$ cat src/hdl/icebreaker_pkg.sv
//**********************************************************
// Shared definitions for the iCEBreaker debug subsystem
// Data byte and JTAG instruction typedefs, instruction codes
// IDCODE word, mailbox DR width, TAP state enum
// Mailbox command and status structs
//**********************************************************

package icebreaker_pkg;

	typedef logic [7:0] byte_t; // UART payload
	typedef logic [3:0] ir_t;   // JTAG instruction

	// Instruction codes, anything unlisted behaves as BYPASS
	localparam ir_t IR_IDCODE  = 4'h1;
	localparam ir_t IR_MAILBOX = 4'h2;
	localparam ir_t IR_BYPASS  = 4'hf;

	localparam logic [31:0] IDCODE_VALUE = 32'h1c3b_0a4d; // Bit 0 set as JTAG requires

	localparam int MBOX_DR_W = 11; // tx_go, rx_pop, clr_ovf, data

	// Standard IEEE 1149.1 controller states
	typedef enum logic [3:0] {
		TEST_LOGIC_RESET,
		RUN_TEST_IDLE,
		SELECT_DR,
		CAPTURE_DR,
		SHIFT_DR,
		EXIT1_DR,
		PAUSE_DR,
		EXIT2_DR,
		UPDATE_DR,
		SELECT_IR,
		CAPTURE_IR,
		SHIFT_IR,
		EXIT1_IR,
		PAUSE_IR,
		EXIT2_IR,
		UPDATE_IR
	} tap_state_t;

	// Command from the TAP, upper bits mirror the DR layout
	typedef struct packed {
		logic  tx_go;   // Send data over UART
		logic  rx_pop;  // Drop FIFO head
		logic  clr_ovf; // Clear sticky overflow
		byte_t data;
		logic  valid;   // Qualifies the whole word
	} mbox_cmd_t;

	// Status word captured at Capture-DR under MAILBOX
	typedef struct packed {
		logic  overflow;
		logic  tx_busy;
		logic  rx_valid; // FIFO not empty
		byte_t rx_data;  // FIFO head
	} mbox_stat_t;

endpackage

$ cat src/hdl/fpga_reset.sv
//**********************************************************
// Reset stretcher
// Power-on and button reset folded into one synchronous
// system reset of fixed length
//**********************************************************

module fpga_reset #(
	parameter int RST_SHIFT = 3 // Stretch length in cycles
) (
	input  logic clk,
	input  logic rst,
	output logic rst_out
);

	// All ones at configuration, so the system starts in reset
	logic [RST_SHIFT-1:0] stretch = '1;

	always_ff @(posedge clk) begin
		if (rst) begin
			stretch <= '1; // Refill while the button is held
		end else begin
			stretch <= stretch << 1; // Zeros walk toward the top stage
		end
	end

	// Top stage drops RST_SHIFT cycles after rst goes away
	assign rst_out = stretch[RST_SHIFT-1];

endmodule

$ cat src/hdl/jtag_tap.sv
//**********************************************************
// JTAG TAP controller, oversampled in the system clock
// Pin synchronisers and tck edge detection
// 16-state controller, 4-bit IR, shared 32-bit DR
// IDCODE, BYPASS and mailbox data registers
//**********************************************************

module jtag_tap (
	input  logic                     clk,
	input  logic                     rst,
	input  logic                     tck,
	input  logic                     tms,
	input  logic                     tdi,
	output logic                     tdo,
	input  icebreaker_pkg::mbox_stat_t stat,
	output icebreaker_pkg::mbox_cmd_t  cmd
);

	logic [2:0] pins_meta; // {tck, tms, tdi}
	logic [2:0] pins_sync;
	logic       tck_prev;
	logic       tck_rise;
	logic       tck_fall;
	logic       tms_s;
	logic       tdi_s;

	icebreaker_pkg::tap_state_t state;
	icebreaker_pkg::tap_state_t state_next;
	icebreaker_pkg::ir_t        ir;
	icebreaker_pkg::ir_t        ir_sh; // IR shift stage
	logic [31:0]                dr;    // One register for every DR
	logic [31:0]                dr_shifted;

	// Two flops on all pins keep tms and tdi aligned with tck
	always_ff @(posedge clk) begin
		if (rst) begin
			pins_meta <= '0;
			pins_sync <= '0;
			tck_prev  <= 1'b0;
		end else begin
			pins_meta <= {tck, tms, tdi};
			pins_sync <= pins_meta;
			tck_prev  <= pins_sync[2];
		end
	end

	assign tms_s    = pins_sync[1];
	assign tdi_s    = pins_sync[0];
	assign tck_rise = pins_sync[2] & ~tck_prev;
	assign tck_fall = ~pins_sync[2] & tck_prev;

	// Controller transitions, sampled tms
	always_comb begin
		state_next = state;
		case (state)
			icebreaker_pkg::TEST_LOGIC_RESET:
				state_next = tms_s ? icebreaker_pkg::TEST_LOGIC_RESET : icebreaker_pkg::RUN_TEST_IDLE;
			icebreaker_pkg::RUN_TEST_IDLE:
				state_next = tms_s ? icebreaker_pkg::SELECT_DR : icebreaker_pkg::RUN_TEST_IDLE;
			icebreaker_pkg::SELECT_DR:
				state_next = tms_s ? icebreaker_pkg::SELECT_IR : icebreaker_pkg::CAPTURE_DR;
			icebreaker_pkg::CAPTURE_DR:
				state_next = tms_s ? icebreaker_pkg::EXIT1_DR : icebreaker_pkg::SHIFT_DR;
			icebreaker_pkg::SHIFT_DR:
				state_next = tms_s ? icebreaker_pkg::EXIT1_DR : icebreaker_pkg::SHIFT_DR;
			icebreaker_pkg::EXIT1_DR:
				state_next = tms_s ? icebreaker_pkg::UPDATE_DR : icebreaker_pkg::PAUSE_DR;
			icebreaker_pkg::PAUSE_DR:
				state_next = tms_s ? icebreaker_pkg::EXIT2_DR : icebreaker_pkg::PAUSE_DR;
			icebreaker_pkg::EXIT2_DR:
				state_next = tms_s ? icebreaker_pkg::UPDATE_DR : icebreaker_pkg::SHIFT_DR;
			icebreaker_pkg::UPDATE_DR:
				state_next = tms_s ? icebreaker_pkg::SELECT_DR : icebreaker_pkg::RUN_TEST_IDLE;
			icebreaker_pkg::SELECT_IR:
				state_next = tms_s ? icebreaker_pkg::TEST_LOGIC_RESET : icebreaker_pkg::CAPTURE_IR;
			icebreaker_pkg::CAPTURE_IR:
				state_next = tms_s ? icebreaker_pkg::EXIT1_IR : icebreaker_pkg::SHIFT_IR;
			icebreaker_pkg::SHIFT_IR:
				state_next = tms_s ? icebreaker_pkg::EXIT1_IR : icebreaker_pkg::SHIFT_IR;
			icebreaker_pkg::EXIT1_IR:
				state_next = tms_s ? icebreaker_pkg::UPDATE_IR : icebreaker_pkg::PAUSE_IR;
			icebreaker_pkg::PAUSE_IR:
				state_next = tms_s ? icebreaker_pkg::EXIT2_IR : icebreaker_pkg::PAUSE_IR;
			icebreaker_pkg::EXIT2_IR:
				state_next = tms_s ? icebreaker_pkg::UPDATE_IR : icebreaker_pkg::SHIFT_IR;
			default: // Update-IR
				state_next = tms_s ? icebreaker_pkg::SELECT_DR : icebreaker_pkg::RUN_TEST_IDLE;
		endcase
	end

	// tdi enters at the top of whichever register the IR selects
	always_comb begin
		dr_shifted = dr >> 1;
		case (ir)
			icebreaker_pkg::IR_IDCODE:  dr_shifted[31] = tdi_s;
			icebreaker_pkg::IR_MAILBOX: dr_shifted[icebreaker_pkg::MBOX_DR_W-1] = tdi_s;
			default:                    dr_shifted[0] = tdi_s; // Bypass, 1 bit
		endcase
	end

	// Shift datapath
	always_ff @(posedge clk) begin
		if (tck_rise) begin
			case (state)
				icebreaker_pkg::CAPTURE_DR: begin
					case (ir)
						icebreaker_pkg::IR_IDCODE:  dr <= icebreaker_pkg::IDCODE_VALUE;
						icebreaker_pkg::IR_MAILBOX: dr <= 32'(stat);
						default:                    dr <= '0;
					endcase
				end
				icebreaker_pkg::SHIFT_DR:   dr <= dr_shifted;
				icebreaker_pkg::CAPTURE_IR: ir_sh <= 4'b0001; // Fixed 01 tail per the standard
				icebreaker_pkg::SHIFT_IR:   ir_sh <= {tdi_s, ir_sh[3:1]};
				default: ;
			endcase
		end
	end

	// Controller state, IR, tdo and command strobe
	always_ff @(posedge clk) begin
		if (rst) begin
			state <= icebreaker_pkg::TEST_LOGIC_RESET;
			ir    <= icebreaker_pkg::IR_IDCODE;
			tdo   <= 1'b0;
			cmd   <= '0;
		end else begin
			cmd <= '0; // Single-cycle strobe
			if (tck_rise) begin
				state <= state_next;
				if (state == icebreaker_pkg::TEST_LOGIC_RESET)
					ir <= icebreaker_pkg::IR_IDCODE;
				else if (state_next == icebreaker_pkg::UPDATE_IR)
					ir <= ir_sh;
				// DR is stable in Exit1/Exit2, so take it on entry to Update-DR
				if (state_next == icebreaker_pkg::UPDATE_DR && ir == icebreaker_pkg::IR_MAILBOX) begin
					{cmd.tx_go, cmd.rx_pop, cmd.clr_ovf, cmd.data} <=
						dr[icebreaker_pkg::MBOX_DR_W-1:0];
					cmd.valid <= 1'b1;
				end
			end
			if (tck_fall) begin
				if (state == icebreaker_pkg::SHIFT_DR)
					tdo <= dr[0];
				else if (state == icebreaker_pkg::SHIFT_IR)
					tdo <= ir_sh[0];
				else
					tdo <= 1'b0;
			end
		end
	end

endmodule

$ cat src/hdl/uart_link.sv
//**********************************************************
// 8N1 UART, fixed divider
// Transmitter with start, data and stop framing
// Receiver with input synchroniser, mid-bit sampling
// and stop bit check
//**********************************************************

module uart_link #(
	parameter int CLK_DIV = 104 // clk cycles per bit
) (
	input  logic                  clk,
	input  logic                  rst,
	input  logic                  tx_start,
	input  icebreaker_pkg::byte_t tx_data,
	output logic                  tx_busy,
	output logic                  uart_tx,
	input  logic                  uart_rx,
	output logic                  rx_valid,
	output icebreaker_pkg::byte_t rx_data
);

	localparam int DIV_W = $clog2(CLK_DIV);

	typedef logic [DIV_W-1:0] div_t; // Position inside one bit
	typedef logic [3:0]       bit_t; // Frame bit index, 0 is start

	div_t       tx_div;
	bit_t       tx_bit;
	logic [9:0] tx_sh;   // {stop, data, start}

	logic [1:0] rx_sync;
	logic       rx_line;
	logic       rx_busy;
	div_t       rx_div;
	bit_t       rx_bit;
	div_t       rx_target;
	icebreaker_pkg::byte_t rx_sh;

	// Transmitter
	always_ff @(posedge clk) begin
		if (rst) begin
			tx_busy <= 1'b0;
			tx_div  <= '0;
			tx_bit  <= '0;
		end else if (!tx_busy) begin
			if (tx_start) begin
				tx_busy <= 1'b1;
				tx_div  <= '0;
				tx_bit  <= '0;
			end
		end else if (tx_div == div_t'(CLK_DIV - 1)) begin
			tx_div <= '0;
			if (tx_bit == bit_t'(9))
				tx_busy <= 1'b0; // Full stop bit done
			else
				tx_bit <= tx_bit + 1'b1;
		end else begin
			tx_div <= tx_div + 1'b1;
		end
	end

	always_ff @(posedge clk) begin
		if (!tx_busy && tx_start)
			tx_sh <= {1'b1, tx_data, 1'b0};
		else if (tx_busy && tx_div == div_t'(CLK_DIV - 1))
			tx_sh <= {1'b1, tx_sh[9:1]}; // LSB first
	end

	assign uart_tx = tx_busy ? tx_sh[0] : 1'b1; // Line idles high

	// Receiver
	assign rx_line   = rx_sync[1];
	assign rx_target = (rx_bit == '0) ? div_t'(CLK_DIV / 2 - 1) : div_t'(CLK_DIV - 1);

	always_ff @(posedge clk) begin
		if (rst) begin
			rx_sync  <= 2'b11;
			rx_busy  <= 1'b0;
			rx_div   <= '0;
			rx_bit   <= '0;
			rx_valid <= 1'b0;
		end else begin
			rx_sync  <= {rx_sync[0], uart_rx};
			rx_valid <= 1'b0;
			if (!rx_busy) begin
				if (!rx_line) begin // Start edge
					rx_busy <= 1'b1;
					rx_div  <= '0;
					rx_bit  <= '0;
				end
			end else if (rx_div == rx_target) begin
				rx_div <= '0;
				rx_bit <= rx_bit + 1'b1;
				if (rx_bit == '0 && rx_line)
					rx_busy <= 1'b0; // Glitch, not a start bit
				else if (rx_bit == bit_t'(9)) begin
					rx_busy  <= 1'b0;
					rx_valid <= rx_line; // Framing error drops the byte
				end
			end else begin
				rx_div <= rx_div + 1'b1;
			end
		end
	end

	always_ff @(posedge clk) begin
		if (rx_busy && rx_div == rx_target && rx_bit != '0 && rx_bit != bit_t'(9))
			rx_sh <= {rx_line, rx_sh[7:1]};
	end

	assign rx_data = rx_sh;

	// Mailbox must hold off while a frame is out
	a_no_start_when_busy: assert property (@(posedge clk) disable iff (rst)
		!(tx_start && tx_busy));

endmodule

$ cat src/hdl/debug_mailbox.sv
//**********************************************************
// Debug mailbox between the TAP and the UART
// Registered transmit request, receive FIFO,
// sticky overflow flag and the captured status word
//**********************************************************

module debug_mailbox #(
	parameter int RX_DEPTH = 4 // Power of two
) (
	input  logic                      clk,
	input  logic                      rst,
	input  icebreaker_pkg::mbox_cmd_t  cmd,
	output icebreaker_pkg::mbox_stat_t stat,
	output logic                      tx_start,
	output icebreaker_pkg::byte_t     tx_data,
	input  logic                      tx_busy,
	input  logic                      rx_valid,
	input  icebreaker_pkg::byte_t     rx_data
);

	localparam int PTR_W = $clog2(RX_DEPTH);
	localparam int CNT_W = $clog2(RX_DEPTH + 1);

	icebreaker_pkg::byte_t mem [RX_DEPTH];
	logic [PTR_W-1:0] wr_ptr;
	logic [PTR_W-1:0] rd_ptr;
	logic [CNT_W-1:0] count;
	logic             full;
	logic             empty;
	logic             push;
	logic             pop;
	logic             overflow;

	assign full  = (count == CNT_W'(RX_DEPTH));
	assign empty = (count == '0);
	assign push  = rx_valid && !full;
	assign pop   = cmd.valid && cmd.rx_pop && !empty; // Pop on empty is ignored

	always_ff @(posedge clk) begin
		if (rst) begin
			tx_start <= 1'b0;
			wr_ptr   <= '0;
			rd_ptr   <= '0;
			count    <= '0;
			overflow <= 1'b0;
		end else begin
			tx_start <= cmd.valid && cmd.tx_go && !tx_busy; // Busy UART drops the byte
			if (push)
				wr_ptr <= wr_ptr + 1'b1;
			if (pop)
				rd_ptr <= rd_ptr + 1'b1;
			count <= count + CNT_W'(push) - CNT_W'(pop);
			if (rx_valid && full)
				overflow <= 1'b1; // Set wins over clear
			else if (cmd.valid && cmd.clr_ovf)
				overflow <= 1'b0;
		end
	end

	// Transmit byte and FIFO storage
	always_ff @(posedge clk) begin
		if (cmd.valid && cmd.tx_go)
			tx_data <= cmd.data;
		if (push)
			mem[wr_ptr] <= rx_data;
	end

	assign stat.overflow = overflow;
	assign stat.tx_busy  = tx_busy;
	assign stat.rx_valid = !empty;
	assign stat.rx_data  = mem[rd_ptr];

	a_count_bound: assert property (@(posedge clk) disable iff (rst)
		count <= CNT_W'(RX_DEPTH));
	// A pop on empty would leave the read pointer ahead of the write pointer
	a_no_pop_empty: assert property (@(posedge clk) disable iff (rst)
		empty |-> rd_ptr == wr_ptr);

endmodule

$ cat src/hdl/fpga_icebreaker.sv
//**********************************************************
// iCEBreaker board top
// JTAG pin mirrors for a logic analyser, reset stretcher,
// TAP, UART and the mailbox joining them
//**********************************************************

module fpga_icebreaker #(
	parameter int RST_SHIFT = 3,
	parameter int CLK_DIV   = 104, // 12 MHz oscillator, 115200 baud
	parameter int RX_DEPTH  = 4
) (
	input  logic clk_osc,
	input  logic rst,

	input  logic tck, // At most clk_osc / 8
	input  logic tms,
	input  logic tdi,
	output logic tdo,

	output logic mirror_tck,
	output logic mirror_tms,
	output logic mirror_tdi,
	output logic mirror_tdo,

	output logic uart_tx,
	input  logic uart_rx
);

	logic sys_rst;
	logic tx_start;
	logic tx_busy;
	logic rx_valid;
	icebreaker_pkg::byte_t      tx_data;
	icebreaker_pkg::byte_t      rx_data;
	icebreaker_pkg::mbox_cmd_t  mbox_cmd;
	icebreaker_pkg::mbox_stat_t mbox_stat;

	// Probe header copies
	assign mirror_tck = tck;
	assign mirror_tms = tms;
	assign mirror_tdi = tdi;
	assign mirror_tdo = tdo;

	fpga_reset #(.RST_SHIFT(RST_SHIFT)) fpga_reset_inst (
		.clk     (clk_osc),
		.rst     (rst),
		.rst_out (sys_rst)
	);

	jtag_tap jtag_tap_inst (
		.clk  (clk_osc),
		.rst  (sys_rst),
		.tck  (tck),
		.tms  (tms),
		.tdi  (tdi),
		.tdo  (tdo),
		.stat (mbox_stat),
		.cmd  (mbox_cmd)
	);

	debug_mailbox #(.RX_DEPTH(RX_DEPTH)) debug_mailbox_inst (
		.clk      (clk_osc),
		.rst      (sys_rst),
		.cmd      (mbox_cmd),
		.stat     (mbox_stat),
		.tx_start (tx_start),
		.tx_data  (tx_data),
		.tx_busy  (tx_busy),
		.rx_valid (rx_valid),
		.rx_data  (rx_data)
	);

	uart_link #(.CLK_DIV(CLK_DIV)) uart_link_inst (
		.clk      (clk_osc),
		.rst      (sys_rst),
		.tx_start (tx_start),
		.tx_data  (tx_data),
		.tx_busy  (tx_busy),
		.uart_tx  (uart_tx),
		.uart_rx  (uart_rx),
		.rx_valid (rx_valid),
		.rx_data  (rx_data)
	);

endmodule

$ cat config.mk
export PLATFORM = sky130hd
export DESIGN_NAME = fpga_icebreaker
export DESIGN_NICKNAME = d
export VERILOG_FILES = /design/src/hdl/icebreaker_pkg.sv /design/src/hdl/fpga_reset.sv /design/src/hdl/jtag_tap.sv /design/src/hdl/uart_link.sv /design/src/hdl/debug_mailbox.sv /design/src/hdl/fpga_icebreaker.sv
export SDC_FILE = /design/constraint.sdc
export NUM_CORES = 1
export LEC_CHECK = 0
export BUFFER_PORTS_ARGS = -buffer_cell sky130_fd_sc_hd__buf_4
export CORE_MARGIN = 2
export CORE_UTILIZATION = 30
export CTS_CLUSTER_SIZE = 8
export DETAILED_ROUTE_END_ITERATION = 6
export GPL_ROUTABILITY_DRIVEN = 0
export PLACE_DENSITY = 0.56
export SETUP_SLACK_MARGIN = 0.1
export SKIP_LAST_GASP = 1
export SLEW_MARGIN = 20
export SYNTH_ARGS = -nofsm -noshare
export SYNTH_HDL_FRONTEND = slang
export SYNTH_HIERARCHICAL = 1
export SYNTH_SLANG_ARGS = --single-unit
export TNS_END_PERCENT = 50
$ cat constraint.sdc
create_clock -name clk_osc -period 5.4 [get_ports clk_osc]
set_input_delay 1.08 -clock clk_osc [delete_from_list [all_inputs] [get_ports clk_osc]]
set_output_delay 1.08 -clock clk_osc [all_outputs]
set_load 0.005 [all_outputs]
== Word level (Yosys, flattened, before mapping) ==
Memories as Yosys holds them, arrays and structs flattened. A register that Yosys moved wholly into a read port is not among the register bits.
Cells that the tools add are included.

* RAM bits: 32
* Bits in registers: 128
* Memories kept: 1
* Output and inout port bits: 6

* Bitwise gates (word level): 9
* Multiplexer cells: 57
* Equal/unequal tests: 26
* Add/subtract/negate cells: 8
* Reductions and logical operators: 38

{| class="wikitable"
|+ Memories
! name !! depth !! bits a word !! read ports !! clocked after Yosys merged registers in !! wr ports !! line !! source
|-
| debug_mailbox_inst.mem || 4 || 8 || 1 || 1 || 1 || debug_mailbox.sv:24 || <nowiki>icebreaker_pkg::byte_t mem [RX_DEPTH];</nowiki>
|}

{| class="wikitable"
|+ Operator list
! operator !! count
|-
| $pmux W32 S2 || 1
|-
| $pmux W29 S2 || 1
|-
| $mux W4 || 13
|-
| $mux W7 || 7
|-
| $pmux W4 S11 || 1
|-
| $eq A4 B4 Y1 const B || 10
|-
| $mux W1 || 24
|-
| $mux W9 || 2
|-
| $eq A4 B3 Y1 const B || 4
|-
| $add A7 B1 Y7 const B || 2
|-
| $logic_and A1 B1 Y1 || 14
|-
| $eq A4 B2 Y1 const B || 3
|-
| $reduce_bool A2 Y1 || 6
|-
| $mux W2 || 5
|-
| $add A4 B1 Y4 const B || 2
|-
| $logic_not A4 Y1 || 2
|-
| $ne A2 B2 Y1 const B || 4
|-
| $pmux W4 S2 || 1
|-
| $reduce_and A2 Y1 || 4
|-
| $reduce_or A2 Y1 || 4
|-
| $eq A7 B7 Y1 || 1
|-
| $eq A7 B7 Y1 const B || 1
|-
| $not A1 Y1 || 7
|-
| $mux W3 || 2
|-
| other kinds (13) || 17
|}

== Logic depth before layout (Yosys ltp) ==
* Depth in word-level cells: 7
* Mapped depth: 10

== Cells and area by module ==
Netlist, hierarchy kept.

{| class="wikitable"
|+ Modules (own cells, without submodules)
! module !! sequential area each (µm²) !! area each (µm²) !! cells an instance !! times used
|-
| jtag_tap || 1641.6 || 2683.8 || 238 || 1
|-
| uart_link || 1041.0 || 2035.7 || 202 || 1
|-
| debug_mailbox || 1421.4 || 1974.4 || 108 || 1
|-
| fpga_reset || 60.1 || 72.6 || 5 || 1
|-
| fpga_icebreaker || 0.0 || 30.0 || 4 || 1
|}

== Least setup slack after synthesis ==
OpenSTA, ideal clock, no wires.

* Path kind: flip-flop to flip-flop
* Start point: register jtag_tap_inst.state[0]
* End point: register jtag_tap_inst.dr[0], enable pin
* Clock period less this slack: 3510 ps
* Data arrival time: 3049 ps
* Path slack: 1890 ps
* Data required time: 4939 ps
* Stages on the path, launching flop included: 6
* Buffers on the path: 2
* Cells stage by stage: dfxtp_1 > buf_2 > buf_2 > nor3_1 > a21oi_1 > nor3_1

* Cells in the longest elaborated chain, start to end: 3

{| class="wikitable"
|+ Ends and longest elaborated chain
! what !! line !! source
|-
| start: declaration || jtag_tap.sv:27 || <nowiki>icebreaker_pkg::tap_state_t state;</nowiki>
|-
| start signal: assignment || jtag_tap.sv:123 || <nowiki>state <= icebreaker_pkg::TEST_LOGIC_RESET;</nowiki>
|-
| start signal: assignment || jtag_tap.sv:130 || <nowiki>state <= state_next;</nowiki>
|-
| $eq A4 B2 Y1 or $eq A4 B3 Y1 (tied branches) || jtag_tap.sv:104 || <nowiki>case (state)</nowiki>
|-
| $reduce_bool A2 Y1 (no source line) * || -- ||
|-
| $reduce_and A2 Y1 (no source line) * || -- ||
|-
| end signal: assignment || jtag_tap.sv:107 || <nowiki>icebreaker_pkg::IR_IDCODE: dr <= icebreaker_pkg::IDCODE_VALUE;</nowiki>
|-
| end signal: assignment || jtag_tap.sv:108 || <nowiki>icebreaker_pkg::IR_MAILBOX: dr <= 32'(stat);</nowiki>
|-
| end signal: assignment || jtag_tap.sv:112 || <nowiki>icebreaker_pkg::SHIFT_DR: dr <= dr_shifted;</nowiki>
|-
| end: declaration || jtag_tap.sv:31 || <nowiki>logic [31:0] dr;</nowiki>
|}

Every way passes the cells marked *; elsewhere a longest branch is shown, timed or not.
A chain may end at the register's enable or synchronous reset.

== Final worst setup path ==
* Start point: register uart_link_inst.rx_bit[0]
* End point: register uart_link_inst.rx_sh[2] (netlist: uart_link_inst/rx_data[2]), enable pin

* Cells in the longest elaborated chain, start to end: 6

{| class="wikitable"
|+ Ends and longest elaborated chain
! what !! line !! source
|-
| start: declaration || uart_link.sv:35 || <nowiki>bit_t rx_bit;</nowiki>
|-
| start signal: assignment || uart_link.sv:93 || <nowiki>rx_bit <= rx_bit + 1'b1;</nowiki>
|-
| $logic_not A4 Y1 || uart_link.sv:73 || <nowiki>assign rx_target = (rx_bit == '0) ? div_t'(CLK_DIV / 2 - 1) : div_t'(CLK_DIV - 1);</nowiki>
|-
| $mux W7 || uart_link.sv:73 ||
|-
| $eq A7 B7 Y1 || uart_link.sv:107 || <nowiki>if (rx_busy && rx_div == rx_target && rx_bit != '0 && rx_bit != bit_t'(9))</nowiki>
|-
| $logic_and A1 B1 Y1 (2 in a row) || uart_link.sv:107 ||
|-
| $logic_and A1 B1 Y1 * || uart_link.sv:107 ||
|-
| end signal: assignment || uart_link.sv:108 || <nowiki>rx_sh <= {rx_line, rx_sh[7:1]};</nowiki>
|-
| end: declaration || uart_link.sv:37 || <nowiki>icebreaker_pkg::byte_t rx_sh;</nowiki>
|}

Marks and branches as above.

==> out/metrics.cfg <==
[min_path]
hp-class = reg -> reg
min_from = jtag_tap_inst/cmd[4]
holdPathEnd = debug_mailbox_inst/tx_data[3]
hold_depth = 0

[clock_network]
cts_tree = built
holdBufCountCts = 0
cts-resized-gates = 0
clk_pin_slew_worst_paths_ns = 0.07
cts_buffers = 17
insertion_delay_ns = 0.42
clockBufferDepth = 2
ctsHtreeMaxLevel = 4
root_buffer = clkbuf_16
cts_setup_buffers = 0
cts_sinks = 162

[finish]
fill_cells = 2170
drive_above_1_share_pct = 13.1
multi_input_area_um2 = 2400
layout.nets = 574
final_common_cell = edfxtp_1
seqCellArea_um2 = 4170
final_cell_mix = edfxtp_1, dfxtp_1, nand2_1, nor2_1, and2_1
area_growth_syn_to_layout_pct = 13.4

[synthesis]
avgSynthCellArea_um2 = 12.2
netlist_area_um2 = 6800
ys.warnings.count = 6
seq_area_frac_synth_pct = 61.3
synthTopCellsByArea = edfxtp_1, dfxtp_1, nand2_1
synth_top_area_share_pct = 40.6
yosysUniqueCellTypes = 73
ys_ff_latch = 162
synth_top_cell_by_area = edfxtp_1
netlist_instances = 557
synth_edf_count = 92
synthFlopType = edfxtp_1
async_reset_ff_share_pct = 0
synth_nets = 577

[critical_path]
critPathMaxStageDelay_ns = 0.61
path_depth = 6
reg2reg_slack_ns = 2.74
cp.arrival_ns = 2.71
r2r_start = uart_link_inst/rx_bit[0]
crit_path_end_kind = register
start_kind = register
path_delay_family = simple AND/OR/NAND/NOR gates
path_buf_inv = 1
worstPathCellList = inv_1, ha_1, nor3b_2, mux2i_1, nand2_1, nor2_1
ff2ff_path_depth = 6
worstPathMaxFanout = 8
crit_path_top_delay_cell = mux2i_1
critical_path_class = reg -> reg
required_ns = 5.45
r2r_end = uart_link_inst/rx_data[2]

[power_and_ir_drop]
finalPower_mw = 2.53
p_leak_nw = 2.53
max-vdd-ir-drop_uv = 168
clkPwrFrac_pct = 48.3
swShare_pct = 20.0
combinationalPowerShare_pct = 0.5
power.switching_mw = 0.506
seqPwrFrac_pct = 51.2
p_int_mw = 2.02
p_per_area_nw_per_um2 = 328

[placed_design]
post-place-ws_ns = 2.77
numPortBuffers = 11
hpwl_mm = 8.00

[sta]
slew_headroom_pct = 31.8
setup_violations = 0
min_period_ns = 2.66
worstMarginPinSlew_ns = 1.02
slew_violations = 0
timing.final.ws_setup_ns = 2.74
post-route-period-util_pct = 49.2
tns_ns = 0
rsz0062_at_grt = false
max_freq_mhz = 377
clock_skew_ns = 0.0143
hold_violations = 0

[global_routing]
grt_overflow = 0
grt_pass1_wl_mm = 19.7
antenna_found_initial = 0
grtUsageTotal_pct = 10.4
grt_max_degree = 33
grt_pass1_vias = 3966

[route]
drc = 0
routed_wl_mm = 11.9
vias_per_cell = 4.89
via_count = 4171
drtIter0Drc = 209
wire_per_inst_um = 14.0
dr.pass1.iters = 4
ant_nets = 0

[floorplan]
initial_core_util_pct = 30.3
die_h_um = 155
die_w_um = 155
dieArea_um2 = 23900
row_count = 55
num_io_pins = 12
coreArea_um2 = 22400

[status]
outcome = finished clean

[run]
drv_cap = 0

-- how the worst max path moves through the flow --
stage,to,start,slack (ns)
floorplan,jtag_tap_inst/dr[0],jtag_tap_inst/state[0],1.89
global placement,uart_link_inst/rx_data[0],uart_link_inst/rx_bit[0],2.98
detailed placement,uart_link_inst/rx_data[2],uart_link_inst/rx_bit[0],2.77
CTS,uart_link_inst/rx_data[2],uart_link_inst/rx_bit[0],2.77
global route,uart_link_inst/rx_data[2],uart_link_inst/rx_bit[0],2.59
finish,uart_link_inst/rx_data[2],uart_link_inst/rx_bit[0],2.74
-- cells in the mapped netlist (3+ instances only) --
master and count:
nand4_1 5, dfxtp_1 70, nand2b_1 11, buf_4 7, nor4b_1 4, nor2b_1 13, a22o_1 12, and2_1 23
or3_1 3, mux4_2 8, nand3b_1 4, and3_1 18, mux2i_1 12, or2_2 6, a311oi_1 6, nand3_1 12
clkbuf_1 16, inv_1 18, edfxtp_1 92, ha_1 13, nand2_1 50, a21oi_1 22, nor3_1 7, buf_2 12
nor2_1 33, o21ai_0 10, xnor2_1 4, a31oi_1 4, a21boi_0 4
-- power groups by stage --
stage / Combinational [mW] / Clock [mW] / Sequential, mW
2_1_floorplan: 0.00844 / 0 / 1.32
3_3_place_gp: 0.0127 / 0 / 1.32
3_5_place_dp: 0.0129 / 0 / 1.32
4_1_cts: 0.0129 / 1.25 / 1.29
5_1_grt: 0.0142 / 1.31 / 1.29
6_report: 0.0127 / 1.22 / 1.29
-- stage by stage --
step / instances / area (µm²) / utilization (%) / hold slack [ns]
after global routing: 852 / 7700 / 34.3 / 0.409
after detailed placement: 820 / 7080 / 31.6 / 0.392
after floorplan: 557 / 6800 / - / 0.383
final: 853 / 7710 / 34.4 / 0.406
after CTS: 852 / 7700 / 34.3 / 0.405
after global placement: 820 / 7080 / 31.6 / 0.390
-- cell type report --
type | count | area share [%]
inverters | 18 | 0.877
well taps | 285 | 4.63
clock inverters | 9 | 0.974
repair buffers | 13 | 1.27
multi-input cells | 342 | 31.1
clock buffers | 23 | 7.06
diodes | 1 | 0.0325
flip-flops and latches | 162 | 54.1
-- worst reg2reg max path: cells and delay by family, from the launching register on --
kind / cells / cell delay (ns)
mux: 1 / 0.61
buf+inv: 1 / 0.09
flops: 1 / 0.35
fa+ha+maj: 1 / 0.19
simple gates: 3 / 1.05
-- state kept, by name (all words and copies together) (netlist names), 2 cells and up, named ones only --
register and count:
fpga_reset_inst/stretch 3, jtag_tap_inst/ir 4, jtag_tap_inst/state 4, uart_link_inst/tx_div 7, uart_link_inst/tx_bit 4, jtag_tap_inst/ir_sh 4, uart_link_inst/rx_sync 2, debug_mailbox_inst/wr_ptr 2
uart_link_inst/rx_bit 4, jtag_tap_inst/pins_meta 3, jtag_tap_inst/cmd 12, debug_mailbox_inst/rd_ptr 2, uart_link_inst/rx_data 8, debug_mailbox_inst/count 3, uart_link_inst/rx_div 7, debug_mailbox_inst/tx_data 8
jtag_tap_inst/pins_sync 3, uart_link_inst/tx_sh 9, jtag_tap_inst/dr 32, debug_mailbox_inst/mem 32
-- cells by family after synthesis --
family	share of synthesized area (%)
AND/OR/NAND/NOR	17.0
flip-flops	61.3
AO/OA/AOI/OAI	9.90
buffers and inverters	3.53
multiplexers	4.97
adder cells (fa/ha/maj)	2.69
XOR/XNOR	0.644
-- metal layers --
| layer | vias up | routed length, µm | GRT usage [%] |
|---|---|---|---|
| met5 | - | 0 | 0 |
| met4 | 0 | 151 | 4.50 |
| met3 | 9 | 336 | 2.89 |
| met2 | 66 | 5840 | 17.1 |
| met1 | 2064 | 5600 | 12.9 |
| li1 | 2032 | - | - |
No activity file was read; power rests on OpenSTA's default activity.
